<file path="src/icache_pkg.sv">
package icache_pkg;

	// fetch and memory bus widths
	localparam int addr_width = 64;
	localparam int word_width = 64;

	// address split: tag | index | byte offset
	localparam int offset_bits = 3;
	localparam int index_bits = 5;
	localparam int tag_bits = addr_width - index_bits - offset_bits;
	localparam int num_lines = 1 << index_bits;

	// tagged memory, response 0 means none
	localparam int resp_width = 4;
	localparam int num_resp = 16;

	// prefetch buffer, pointers carry one wrap bit
	localparam int buf_depth = 16;
	localparam int buf_ptr_bits = 5;

	typedef enum logic [1:0]
	{
		bus_none = 2'h0,
		bus_load = 2'h1
	} bus_command_t;

endpackage

</file>
<file path="src/icache_prefetch_buffer.sv">
`timescale 1ns/100ps

module icache_prefetch_buffer import icache_pkg::*;
(
	input logic clock,
	input logic reset,
	input logic flush,
	input logic push,
	input logic [addr_width-1:0] push_addr,
	input logic push_ready_word,
	input logic [word_width-1:0] push_data,
	input logic [resp_width-1:0] push_resp,
	input logic [resp_width-1:0] mem_tag,
	input logic [word_width-1:0] mem_data,
	output logic buffer_full,
	output logic out_valid,
	input logic out_ready,
	output logic [word_width-1:0] out_data,
	output logic [addr_width-1:0] out_addr
);

	logic [addr_width-1:0] entry_addr [buf_depth];
	logic [word_width-1:0] entry_data [buf_depth];
	logic [resp_width-1:0] entry_resp [buf_depth];
	logic [buf_depth-1:0] entry_used;
	logic [buf_depth-1:0] entry_done;

	logic [buf_ptr_bits-1:0] head;
	logic [buf_ptr_bits-1:0] tail;
	logic [buf_ptr_bits-1:0] count;
	logic [buf_ptr_bits-2:0] head_idx;
	logic [buf_ptr_bits-2:0] tail_idx;
	logic [buf_depth-1:0] tag_match;
	logic pop;

	assign head_idx = head[buf_ptr_bits-2:0];
	assign tail_idx = tail[buf_ptr_bits-2:0];
	assign count = tail - head;

	assign buffer_full = count == buf_ptr_bits'(buf_depth);

	// nothing leaves in a flush cycle, the whole queue is dropped
	assign out_valid = entry_used[head_idx] && entry_done[head_idx] && !flush;
	assign out_data = entry_data[head_idx];
	assign out_addr = entry_addr[head_idx];
	assign pop = out_valid && out_ready;

	// every waiting entry with the returning number completes together
	always_comb
	begin
		tag_match = '0;
		for (int i = 0; i < buf_depth; i++)
		begin
			if ((mem_tag != '0) && entry_used[i] && !entry_done[i] && (entry_resp[i] == mem_tag))
				tag_match[i] = 1'b1;
		end
	end

	always_ff @(posedge clock)
	begin
		if (reset || flush)
		begin
			head <= '0;
			tail <= '0;
			entry_used <= '0;
			entry_done <= '0;
		end
		else
		begin
			entry_done <= entry_done | tag_match;
			if (pop)
			begin
				entry_used[head_idx] <= 1'b0;
				entry_done[head_idx] <= 1'b0;
				head <= head + 1'b1;
			end
			if (push)
			begin
				entry_used[tail_idx] <= 1'b1;
				entry_done[tail_idx] <= push_ready_word;
				tail <= tail + 1'b1;
			end
		end
	end

	always_ff @(posedge clock)
	begin
		for (int i = 0; i < buf_depth; i++)
		begin
			if (tag_match[i])
				entry_data[i] <= mem_data;
		end
		if (push)
		begin
			entry_addr[tail_idx] <= push_addr;
			entry_data[tail_idx] <= push_data;
			entry_resp[tail_idx] <= push_resp;
		end
	end

	a_ptr_span: assert property
	(
		@(posedge clock) disable iff (reset)
		count <= buf_ptr_bits'(buf_depth)
	)
	else $error("buffer pointers %0d apart", count);

endmodule

</file>
<file path="config.mk">
export PLATFORM = sky130hd
export DESIGN_NAME = icache_prefetch_buffer
export DESIGN_NICKNAME = d
export VERILOG_FILES = /design/src/icache_pkg.sv /design/src/icache_prefetch_buffer.sv
export SDC_FILE = /design/constraint.sdc
export NUM_CORES = 2
export LEC_CHECK = 0
export BUFFER_PORTS_ARGS = -buffer_cell sky130_fd_sc_hd__buf_2
export CORE_MARGIN = 1
export CORE_UTILIZATION = 60
export CTS_BUF_LIST = sky130_fd_sc_hd__clkbuf_8
export DETAILED_ROUTE_END_ITERATION = 10
export PLACE_DENSITY = 0.89
export SLEW_MARGIN = 10
export SYNTH_ARGS = -nofsm -noshare
export SYNTH_HDL_FRONTEND = slang
export SYNTH_SLANG_ARGS = --single-unit
</file>
<file path="constraint.sdc">
create_clock -name clock -period 13.1 [get_ports clock]
set_input_delay 1.965 -clock clock [delete_from_list [all_inputs] [get_ports clock]]
set_output_delay 1.965 -clock clock [all_outputs]
set_load 0.05 [all_outputs]
</file>
* Yosys cells after proc, flatten, opt, wreduce, memory -nomap -nowiden
Memory sizes are Yosys's and may differ from the RTL's. A register that Yosys moved wholly into a read port is not among the register bits. Index checks and enable logic that the tools add are counted.
Word-level totals: bits in registers 42, bits in writable memories 2112, input bits 206, word-level logic and storage cells 177, memories 3
Cells by class: $add $sub $neg 3, order comparisons 4, equal/unequal tests 17, multiplexer cells 69, bitwise operators 5, reduce and logical (&&, ||, !) cells 72
Memories:
- entry_addr | words 16, bits a word 64, read ports 1, clocked after memory_dff 1, wr ports 1, RTL line icache_prefetch_buffer.sv:22 | logic [addr_width-1:0] entry_addr [buf_depth];
- entry_data | words 16, bits a word 64, read ports 1, clocked after memory_dff 1, wr ports 17, RTL line icache_prefetch_buffer.sv:23 | logic [word_width-1:0] entry_data [buf_depth];
- entry_resp | words 16, bits a word 4, read ports 16, clocked after memory_dff 0, wr ports 1, RTL line icache_prefetch_buffer.sv:24 | logic [resp_width-1:0] entry_resp [buf_depth];
Operators by type and width (count):
- two-way mux 16 bit | 6
- equality test 4 bit | 16
- two-way mux 1 bit | 54
- logical AND 1 bit | 53
- AND 16 bit | 2
- bitwise OR 16 bit | 2
- logical NOT 1 bit | 17
- bitwise mux 16 bit | 1
- two-way mux 4 bit | 4
- inverter 16 bit | 1
- adder 5 x 1 -> 5 bit, second input constant | 2
- less-than comparator 4 x 5 -> 1 bit, second input constant | 2
- binary-select mux 1 bit (select 4 bit) | 2
- demux 1 bit (select 4 bit) | 2
- greater-or-equal comparator 4 x 1 -> 1 bit, second input constant | 2
- equality test 5 bit, second input constant | 1
- subtractor 5 bit | 1
- nonzero test 4 bit | 1
- logical OR 1 bit | 1

* Longest topological paths before layout
depth in word-level cells 11, mapped depth 8, depth with buffers taken out 7

* Worst setup path before layout
No wires, ideal clock.
kind input to register, start input mem_tag[3], end register entry_done[10], setup time 0.094 ns, data arrival time 8.314 ns, required time 13.006 ns, slack 4.691 ns, stages 7, path through buf_4 -> nor4_2 -> buf_2 -> or4_1 -> o21ai_0 -> o221ai_1 -> a31oi_1
On the way: cells in the longest elaborated chain, start to end 11, elaborated cells on any way between the ends 12, classes of those cells 1 x eq/ne; 5 x mux; 2 x bitwise; 4 x reduce/logical
Ends and longest elaborated chain:
- from (decl) | RTL line icache_prefetch_buffer.sv:13 | input logic [resp_width-1:0] mem_tag,
- nonzero test 4 bit | RTL line icache_prefetch_buffer.sv:54 | if ((mem_tag != '0) && entry_used[i] && !entry_done[i] && (entry_resp[i] == mem_tag))
- logical AND 1 bit (2 in series) | RTL line icache_prefetch_buffer.sv:54
- logical AND 1 bit * | RTL line icache_prefetch_buffer.sv:54
- two-way mux 1 bit * | RTL line icache_prefetch_buffer.sv:54
- bitwise OR 16 bit * | RTL line icache_prefetch_buffer.sv:70 | entry_done <= entry_done | tag_match;
- AND 16 bit (no line)
- two-way mux 16 bit * | RTL line icache_prefetch_buffer.sv:71 | if (pop)
- two-way mux 16 bit * | RTL line icache_prefetch_buffer.sv:61 | if (reset || flush)
- bitwise mux 16 bit | RTL line icache_prefetch_buffer.sv:80 | entry_done[tail_idx] <= push_ready_word;
- two-way mux 16 bit * | RTL line icache_prefetch_buffer.sv:77 | if (push)
- to (signal assigned) | RTL line icache_prefetch_buffer.sv:70
- to (signal, indexed assignment) | RTL line icache_prefetch_buffer.sv:80
- to (decl) | RTL line icache_prefetch_buffer.sv:26 | logic [buf_depth-1:0] entry_done;
Mark *: on every way between the ends. The rest lies on a longest branch, timed or not. The select of a mux whose other input is x is not followed. A chain may end at the register's enable or synchronous reset.

==> flow_summary.json <==
{
  "layout-drive-gt1-share_pct": 34.6,
  "post_cts_buffers": 0,
  "worst_hold_path_type": "flip-flop to flip-flop",
  "grt_pass1_vias": 56500,
  "row_count": 145,
  "fillers": 9773,
  "wl_per_cell_um": 31.9,
  "finalHoldViolCount": 0,
  "boundaryPins": 336,
  "nets": 6040,
  "ant_nets": 0,
  "first_pass_iters": 5,
  "dr.first_iter.drc_count": 8342,
  "clock.fmax_ghz": 0.136,
  "grt_max_degree": 124,
  "path_class": "flip-flop to primary output",
  "slew_violations": 0,
  "critPathMaxFanout": 76,
  "start_util_pct": 60.5,
  "hpwl_mm": 129,
  "route.detailed.drc": 0,
  "dieArea_um2": 159000,
  "syn-cell-area_um2": 94600,
  "clk_latency_ns": 1.06,
  "rsz0062_at_grt": "no",
  "syn_nets": 5739,
  "clock_skew_ns": 0.0995,
  "synth_flop_cell": "edfxtp_1",
  "die_h_um": 399,
  "ys_seq_area_share_pct": 68.0,
  "peakVddDrop_v": 0.000106,
  "final_cell_mix": "edfxtp_1, nand2_1, mux4_2, mux2_2, clkbuf_8",
  "worst_pin_slew_ns": 1.21,
  "clk_pin_slew_ns": 0.06,
  "cts-buffers-inserted": 353,
  "fin_hold_ws_ns": 0.481,
  "maxCapViolations": 0,
  "antenna_found_initial": 79,
  "cts_resized": 0,
  "yosysUniqueCellTypes": 50,
  "period_needed_ns": 7.34,
  "p_leak_uw": 0.0347,
  "grt_util_all_layers_pct": 33.0,
  "die_w_um": 399,
  "final_common_cell": "edfxtp_1",
  "relSlewSlack_pct": 19.3,
  "avgSynthCellArea_um2": 17.1,
  "syn_inst": 5521,
  "place_congestion": 0.823,
  "crit_arrival_ns": 5.37,
  "htree_num_levels": 5,
  "cts_tree": "yes",
  "cts_hold_buf": 0,
  "post-route-util_pct": 66.5,
  "ys_seq_elements": 2158,
  "ys.warnings.count": 0,
  "io_buffers": 335,
  "core_um2": 156000,
  "critPathLaunchType": "flip-flop",
  "vias": 55300,
  "grt_pass1_wl_mm": 377,
  "status": "completed",
  "vias_per_cell": 6.78,
  "synth-async-reset-ratio_pct": 0,
  "grt_overflow": 0,
  "cts_num_sinks": 2158,
  "powerDensity_nw_per_um2": 131,
  "crit_required_ns": 11.14,
  "area_growth_pct": 9.92,
  "fin_tns_setup_ns": 0,
  "cts_max_path_buffers": 4,
  "synth-edff-count": 2112,
  "endpoint_kind": "primary output",
  "finalCritPeriodShare_pct": 56.0,
  "drt-total-wl_mm": 260,
  "root_buffer": "clkbuf_8",
  "finalSetupViolCount": 0
}
registers in the layout, summed over array words and instances, names as in the netlist, named ones only:
register / count
entry_resp: 64
entry_done: 16
tail: 5
entry_used: 16
entry_addr: 1024
entry_data: 1024
head: 5
cell usage after synthesis (9+ instances only):
master | count | area share, %
edfxtp_1 | 2112 | 67
and2_1 | 9 | 0.059
o21ai_0 | 23 | 0.12
xnor2_1 | 14 | 0.13
nand2_1 | 1379 | 5.5
clkbuf_1 | 274 | 1.1
a21oi_1 | 12 | 0.063
buf_2 | 133 | 0.70
mux2_2 | 576 | 6.9
inv_1 | 25 | 0.099
mux4_2 | 645 | 15
xor2_1 | 57 | 0.53
or4_1 | 12 | 0.095
a31oi_1 | 10 | 0.066
dfxtp_1 | 46 | 0.97
nor2_1 | 21 | 0.083
buf_1 | 41 | 0.16
ha_1 | 12 | 0.16
cells by family after synthesis:
group           after synthesis  synth area share (%)
simple gates               1486                  6.21
buf+inv                     485                  2.18
flops                      2158                  68.0
fa+ha+maj                    12                 0.159
compound gates               83                 0.564
xor+xnor                     71                 0.657
mux                        1226                  22.3
final timing paths:
path	start	slack, ns	cells after the start	to
setup reg to reg	tail[0]$_SDFFE_PP0P_	8.76	6	entry_data[6][7]$_DFFE_PP_
hold reg to reg	entry_used[13]$_SDFF_PP0_	0.48	2	entry_used[13]$_SDFF_PP0_
setup / recovery	flip-flop	5.76	5	out_data[7]
hold / removal	entry_used[13]$_SDFF_PP0_	0.48	2	entry_used[13]$_SDFF_PP0_
stage by stage:
step                      area (µm²)  cells  setup WS [ns]  total power (µW)
after floorplan                94600   5521           4.69              8190
after global placement         97800   7525           6.92              8390
after detailed placement       97800   7525           6.84              8420
after CTS                     104000   8123           5.74             13600
after global routing          104000   8144           5.66             14000
final                         104000   8162           5.76             13600
metal layers:
metal	track usage (%)	part of all wire, %
met3	9.85	14
met1	41.6	33
met2	52.2	48
met5	0	0.13
met4	16.7	4.9
cell type report:
type	count	area, µm²	share of cell area, %
sequential	2158	64400	61.9
multi-input combinational	2878	28400	27.3
clock buffer	363	5000	4.80
tap	2058	2570	2.47
timing repair buffer	405	2250	2.16
clock inverter	235	1160	1.11
inverter	26	198	0.190
antenna	39	97.6	0.0938
worst max-delay path, cell delays in order (launching register included):
cell,delay (ns)
dfxtp_4,1.09
buf_4,0.95
buf_4,1.01
mux4_2,0.43
mux4_2,0.56
buf_2,0.25
power breakdown:
part	internal, µW	switching [µW]	leakage, µW
clock	2690	2630	0.00355
sequential	7630	13.8	0.0195
combinational	210	441	0.0117
No activity file was read; power rests on OpenSTA's default activity.
