$ cat config.mk
export PLATFORM = sky130hd
export DESIGN_NAME = icache_array
export DESIGN_NICKNAME = d
export VERILOG_FILES = /design/src/icache_pkg.sv /design/src/icache_array.sv
export SDC_FILE = /design/constraint.sdc
export NUM_CORES = 2
export LEC_CHECK = 0
export ABC_CLOCK_PERIOD_IN_PS = 12800
export BUFFER_PORTS_ARGS = -buffer_cell sky130_fd_sc_hd__buf_4
export CORE_MARGIN = 1.5
export CORE_UTILIZATION = 30
export CTS_BUF_LIST = sky130_fd_sc_hd__clkbuf_8
export CTS_CLUSTER_DIAMETER = 30
export DETAILED_ROUTE_END_ITERATION = 8
export MAX_ROUTING_LAYER = met4
export PLACE_DENSITY = 0.5
export SETUP_SLACK_MARGIN = 0.05
export SLEW_MARGIN = 20
export SYNTH_ARGS = -nofsm -noshare
export SYNTH_HDL_FRONTEND = slang
export SYNTH_MEMORY_MAX_BITS = 65536
export SYNTH_SLANG_ARGS = --single-unit
$ cat constraint.sdc
create_clock -name clock -period 12.8 [get_ports clock]
set_input_delay 1.28 -clock clock [delete_from_list [all_inputs] [get_ports clock]]
set_output_delay 1.28 -clock clock [all_outputs]
set_load 0.01 [all_outputs]
$ cat src/icache_pkg.sv
package icache_pkg;

	// fetch and memory bus widths
	localparam int addr_width = 64;
	localparam int word_width = 64;

	// address split: tag | index | byte offset
	localparam int offset_bits = 3;
	localparam int index_bits = 5;
	localparam int tag_bits = addr_width - index_bits - offset_bits;
	localparam int num_lines = 1 << index_bits;

	// tagged memory, response 0 means none
	localparam int resp_width = 4;
	localparam int num_resp = 16;

	// prefetch buffer, pointers carry one wrap bit
	localparam int buf_depth = 16;
	localparam int buf_ptr_bits = 5;

	typedef enum logic [1:0]
	{
		bus_none = 2'h0,
		bus_load = 2'h1
	} bus_command_t;

endpackage

$ cat src/icache_array.sv
`timescale 1ns/100ps

module icache_array import icache_pkg::*;
(
	input logic clock,
	input logic reset,
	input logic [addr_width-1:0] lookup_addr,
	output logic hit,
	output logic [word_width-1:0] hit_data,
	input logic miss_record,
	input logic [resp_width-1:0] miss_resp,
	input logic [addr_width-1:0] miss_addr,
	input logic [resp_width-1:0] mem_tag,
	input logic [word_width-1:0] mem_data
);

	logic [num_lines-1:0] line_valid;
	logic [tag_bits-1:0] line_tag [num_lines];
	logic [word_width-1:0] line_data [num_lines];

	// outstanding misses, indexed by response number
	logic [num_resp-1:0] slot_busy;
	logic [index_bits-1:0] slot_index [num_resp];
	logic [tag_bits-1:0] slot_tag [num_resp];

	logic [index_bits-1:0] lookup_index;
	logic [tag_bits-1:0] lookup_tag;
	logic [index_bits-1:0] fill_index;
	logic fill;

	assign lookup_index = lookup_addr[offset_bits +: index_bits];
	assign lookup_tag = lookup_addr[addr_width-1 -: tag_bits];

	assign hit = line_valid[lookup_index] && (line_tag[lookup_index] == lookup_tag);
	assign hit_data = line_data[lookup_index];

	assign fill = mem_tag != '0;
	assign fill_index = slot_index[mem_tag];

	always_ff @(posedge clock)
	begin
		if (reset)
		begin
			line_valid <= '0;
			slot_busy <= '0;
		end
		else
		begin
			if (fill)
			begin
				line_valid[fill_index] <= 1'b1;
				slot_busy[mem_tag] <= 1'b0;
			end
			// a number freed this cycle may be handed out again right away
			if (miss_record)
				slot_busy[miss_resp] <= 1'b1;
		end
	end

	always_ff @(posedge clock)
	begin
		if (fill)
		begin
			line_tag[fill_index] <= slot_tag[mem_tag];
			line_data[fill_index] <= mem_data;
		end
		if (miss_record)
		begin
			slot_index[miss_resp] <= miss_addr[offset_bits +: index_bits];
			slot_tag[miss_resp] <= miss_addr[addr_width-1 -: tag_bits];
		end
	end

	a_tag_has_slot: assert property
	(
		@(posedge clock) disable iff (reset)
		fill |-> slot_busy[mem_tag]
	)
	else $error("memory returned tag %0d with no outstanding miss", mem_tag);

endmodule

## Word-level counts from Yosys, hierarchy flattened

Memories as Yosys holds them, arrays and structs flattened.
Cells that the tools add are included.

| operators by class | value |
|---|---|
| magnitude comparators | 3 |
| eq/ne operators | 1 |
| multiplexer cells | 8 |
| bitwise operators | 1 |
| reduce and logical (&&, ||, !) cells | 3 |

Operator list:

| operator | count |
|---|---|
| 56-bit == test | 1 |
| 32-bit OR | 1 |
| 5-bit by 6-bit < comparator with 1-bit output (second input constant) | 2 |
| 1-bit 2-to-1 mux | 6 |
| 1-bit binary-select mux with 5-bit select | 1 |
| 1-bit demux with 5-bit select | 1 |
| 5-bit by 1-bit greater-or-equal comparator with 1-bit output (second input constant) | 1 |
| 4-bit nonzero test | 1 |
| 1-bit logical AND | 2 |

| storage, ports and cells | value |
|---|---|
| flip-flop bits (word level) | 32 |
| RAM bits | 4816 |
| logic and storage cells | 21 |
| memories | 4 |

Memories:

| memory | words | width | rd ports | clocked after Yosys merged registers in | write ports | RTL line | RTL |
|---|---|---|---|---|---|---|---|
| line_data | 32 | 64 | 1 | 0 | 1 | icache_array.sv:19 | `logic [word_width-1:0] line_data [num_lines];` |
| line_tag | 32 | 56 | 1 | 0 | 1 | icache_array.sv:18 | `logic [tag_bits-1:0] line_tag [num_lines];` |
| slot_tag | 16 | 56 | 1 | 0 | 1 | icache_array.sv:24 | `logic [tag_bits-1:0] slot_tag [num_resp];` |
| slot_index | 16 | 5 | 1 | 0 | 1 | icache_array.sv:23 | `logic [index_bits-1:0] slot_index [num_resp];` |

## Depth between registers and ports, before layout

An unclocked memory read counts as a cell.

| logic depth | value |
|---|---|
| depth after elaboration | 6 |
| gate-level depth with buffers | 14 |
| gate-level depth less buffers | 8 |

## Worst setup path after synthesis

Ideal clock, no wire load.

| timing path | value |
|---|---|
| path type | input to register |
| start | input mem_tag[0] |
| end | memory line_data[0][0] (enable) |
| setup time | 602 ps |
| data arrival time | 8382 ps |
| slack | 3816 ps |
| stages | 6 |
| path buffers | 2 |
| path through | buf_2 > buf_2 > mux4_2 > mux4_2 > or3_1 > nor2_1 |

| between the ends | value |
|---|---|
| word-level cells in the longest chain between the ends | 3 |
| elaborated cells on any way between the ends | 4 |
| those cells by class | mux: 2; reduce/logical: 1; memory: 1 |

Ends and longest elaborated chain:

| what | RTL line | RTL |
|---|---|---|
| start: declaration | icache_array.sv:13 | `input logic [resp_width-1:0] mem_tag,` |
| parallel branches: the longest is 3 deep, another holds memory read 16 x 5 bit | -- |  |
| end: declaration | icache_array.sv:19 |  |

Several ways; the timed one is not identified.

## Worst setup path after layout

| timing path | value |
|---|---|
| start | input lookup_addr[4] |
| end | output hit |

| between the ends | value |
|---|---|
| word-level cells in the longest chain between the ends | 3 |
| elaborated cells on any way between the ends | 5 |
| those cells by class | eq/ne: 1; mux: 2; reduce/logical: 1; memory: 1 |

Ends and longest elaborated chain:

| what | RTL line | RTL |
|---|---|---|
| start: declaration | icache_array.sv:7 | `input logic [addr_width-1:0] lookup_addr,` |
| memory read 32 x 56 bit or 1-bit binary-select mux with 5-bit select (tied branches) | -- |  |
| 56-bit == test or 1-bit 2-to-1 mux (tied branches) | icache_array.sv:34 | `assign hit = line_valid[lookup_index] && (line_tag[lookup_index] == lookup_tag);` |
| 1-bit logical AND (*) | icache_array.sv:34 |  |
| end: declaration | icache_array.sv:8 | `output logic hit,` |

Mark *: on every way between the ends. The rest lies on a longest branch, timed or not. The select of a mux whose other input is x is not followed.

==> flow_summary_export.csv <==
group,metric,value,unit
run_status,status,"completed",
yosys,yosysSeqAreaShare,78.4,%
clocking,cts_tree,"done",
yosys,synth_cells,7792,
worst_setup_path,start_kind,"input port",
floorplanning,start_util,30.1,%
timing,setup_viol,0,
place,pre_cts_slack,4.50,ns
drt,routed_via_density,5.10,
drt,vias,89700,
timing,fin_setup_tns,0,ns
hold_path,hp-class,"in -> reg",
clocking,post-cts-setup-buffers,0,
global_route,grt_pass1_vias,94100,
drt,drtIter0Drc,9259,
clocking,ctsLongestPathBuffers,4,
yosys,synth_compound_area_share,1.15,%
timing,hold_violations,0,
floorplanning,die_x,789,um
floorplanning,fp.dieArea,0.622,mm2
worst_setup_path,worstSetupPathType,"in -> out",
place,port_buffers,261,
yosys,syn_nets,7995,
timing,slew_headroom,16.0,%
clocking,clockRootBuffer,"clkbuf_8",
place,place.gp.congestion,0.796,
finish,mostFrequentLayoutCells,"edfxtp_1 (4816), mux4_2 (1332), clkbuf_8 (870), buf_4 (440), nand2_1 (289)",
yosys,synth-simple-area-share,1.51,%
global_route,grt_max_degree,165,
finish,drive_gt1_share,32.7,%
clocking,clkLatencyLatePin,1.32,ns
floorplanning,std_cell_rows,288,
global_route,antenna_found_initial,94,
clocking,numCtsBuffers,854,
finish,area_growth,16.2,%
yosys,ys_warn_count,0,
yosys,synth_top_family_by_area,"multiplexers",
floorplanning,io_pins,268,
worst_setup_path,cp-end-kind,"primary output",
pwr,power.leakage,67.7,nW
finish,final_nets,8937,
yosys,syn_avg_cell_area,23.8,um2
clocking,clk_pin_slew,0.06,ns
timing,rsz0062_at_grt,"no",
global_route,gr-total-overflow,0,
clocking,cts_resized,0,
flow_run,cap_violations,0,
clocking,cts_sinks,4848,
timing,timing.final.crit_share,65.2,%
drt,wl,546,mm
yosys,netlist_area,0.185,mm2
yosys,synth-adder-area-share,0,%
yosys,async_flop_share,0,%
global_route,grt_util_all_layers,17.6,%
timing,fin_skew,0.0704,ns
pwr,power.density,161,mW/mm2
pwr,irDropWorstVdd,0.113,mV
yosys,synth_top_area_share,78.1,%
drt,wl_per_cell,31.0,um
drt,postRouteAntennaNets,0,
finish,mostFrequentLayoutCell,"edfxtp_1",
drt,firstDrtPassIters,5,
finish,nFillCells,56600,
place,hpwl,282,mm
worst_setup_path,rrSetupSlack,7.53,ns
timing,setup_ws,4.45,ns
yosys,synth_top_cell_by_area,"edfxtp_1",
yosys,ys_ff_latch,4848,
yosys,muxShareOfSynthArea,17.6,%
worst_setup_path,path_max_fanout,108,
yosys,synth_top_flop_cell,"edfxtp_1",
yosys,ys_types,82,
yosys,synth_edf_count,4816,
yosys,synth_xor_xnor_area_share,0.227,%
timing,slew_viol_final,0,
clocking,ctsHtreeMaxLevel,6,
timing,fmax,120,MHz
drt,route.detailed.drc,0,
floorplanning,core,0.615,mm2
clocking,hold_buffers,0,
yosys,synth.area.top_cells,"edfxtp_1 (78%), mux4_2 (16%), mux2i_1 (1.1%)",
floorplanning,die_h,789,um
worst_setup_path,worstPathArrival,7.07,ns
timing,layout_min_cycle_time,8.35,ns
worst_setup_path,crit_required,11.52,ns
global_route,grt_pass1_wl,751,mm
timing,worst_slew_pin_slew,1.25,ns
==> path summary, 6_finish.rpt <==
| kind | from | endpoint | depth (start not counted) |
|---|---|---|---|
| min reg2reg | line_valid[16] | line_valid[16] | 2 |
| max | lookup_addr[4] | hit | 13 |
| max reg2reg | slot_index[9][1] | line_data[8][37] | 6 |
| min | miss_addr[32] | slot_tag[7][24] | 1 |
==> cells by family after synthesis <==
| kind of cell | Yosys count |
|---|---|
| simple gates | 616 |
| xor+xnor | 48 |
| compound gates | 294 |
| buf+inv | 412 |
| mux | 1574 |
| flops | 4848 |
==> through the flow <==
stage               instance area, um2  cells  hold slack [ns]  util (%)  power (mW)
global placement                198000  16000            0.443      32.2        20.5
finish                          215000  17600            0.277      35.0        34.7
global route                    215000  17600            0.228      35.0        35.9
detailed placement              198000  16000            0.462      32.2        20.6
CTS                             215000  17500            0.132      35.0        35.1
floorplan                       185000   7792            0.435         -        19.6
==> routing by layer <==
layer / GRT usage (%) / wire [um] / up-vias
met3: 3.17 / 36800 / 830
met5: - / 0 / -
met1: 23.7 / 233000 / 49900
li1: - / - / 35600
met4: 4.38 / 13100 / 0
met2: 27.8 / 262000 / 3411
==> cells in the mapped netlist (14+ instances only) <==
cell	number
nand3_1	22
edfxtp_1	4816
nor2_1	153
a22oi_1	43
mux4_2	1332
a21oi_1	37
buf_2	127
nand2_1	289
buf_6	23
nor2b_1	21
buf_1	67
mux2_2	24
o22ai_1	39
a31oi_1	16
xor2_1	20
dfxtp_1	32
a221oi_1	23
mux2i_1	211
buf_4	40
clkbuf_1	135
xnor2_1	28
o221ai_1	14
nor3_1	20
o21ai_0	26
nand2b_1	16
==> critical path, cell delays in order <==
cell       delay, ns
buf_8           0.39
buf_12          0.58
buf_4           0.84
mux4_2          0.39
mux2i_1         0.20
nand2_1         0.17
o21ai_0         0.30
a221o_1         0.39
o22ai_1         0.54
o2111ai_1       0.60
nor4_2          0.44
buf_4           0.26
buf_4           0.15
==> final cells by class <==
class | instances | area [um2] | share of cell area [%]
diodes | 56 | 140 | 0.0651
repair buffers | 486 | 4180 | 1.94
inverters | 12 | 60.1 | 0.0279
multi-input cells | 2532 | 38300 | 17.8
clock buffers | 870 | 12000 | 5.56
clock inverters | 667 | 5280 | 2.45
well taps | 8120 | 10200 | 4.72
flip-flops and latches | 4848 | 145000 | 67.5
==> flip-flops by register name, indices dropped and copies added (netlist names) <==
| register | count |
|---|---|
| slot_tag | 896 |
| line_valid | 32 |
| line_tag | 1792 |
| line_data | 2048 |
| slot_index | 80 |
==> where the power goes <==
group          internal [mW]  switching (mW)
clock                   7.99            6.52
sequential              17.9          0.0510
combinational          0.723            1.52
total                   26.6            8.09
Note: power is estimated with default switching activity, not from simulation.
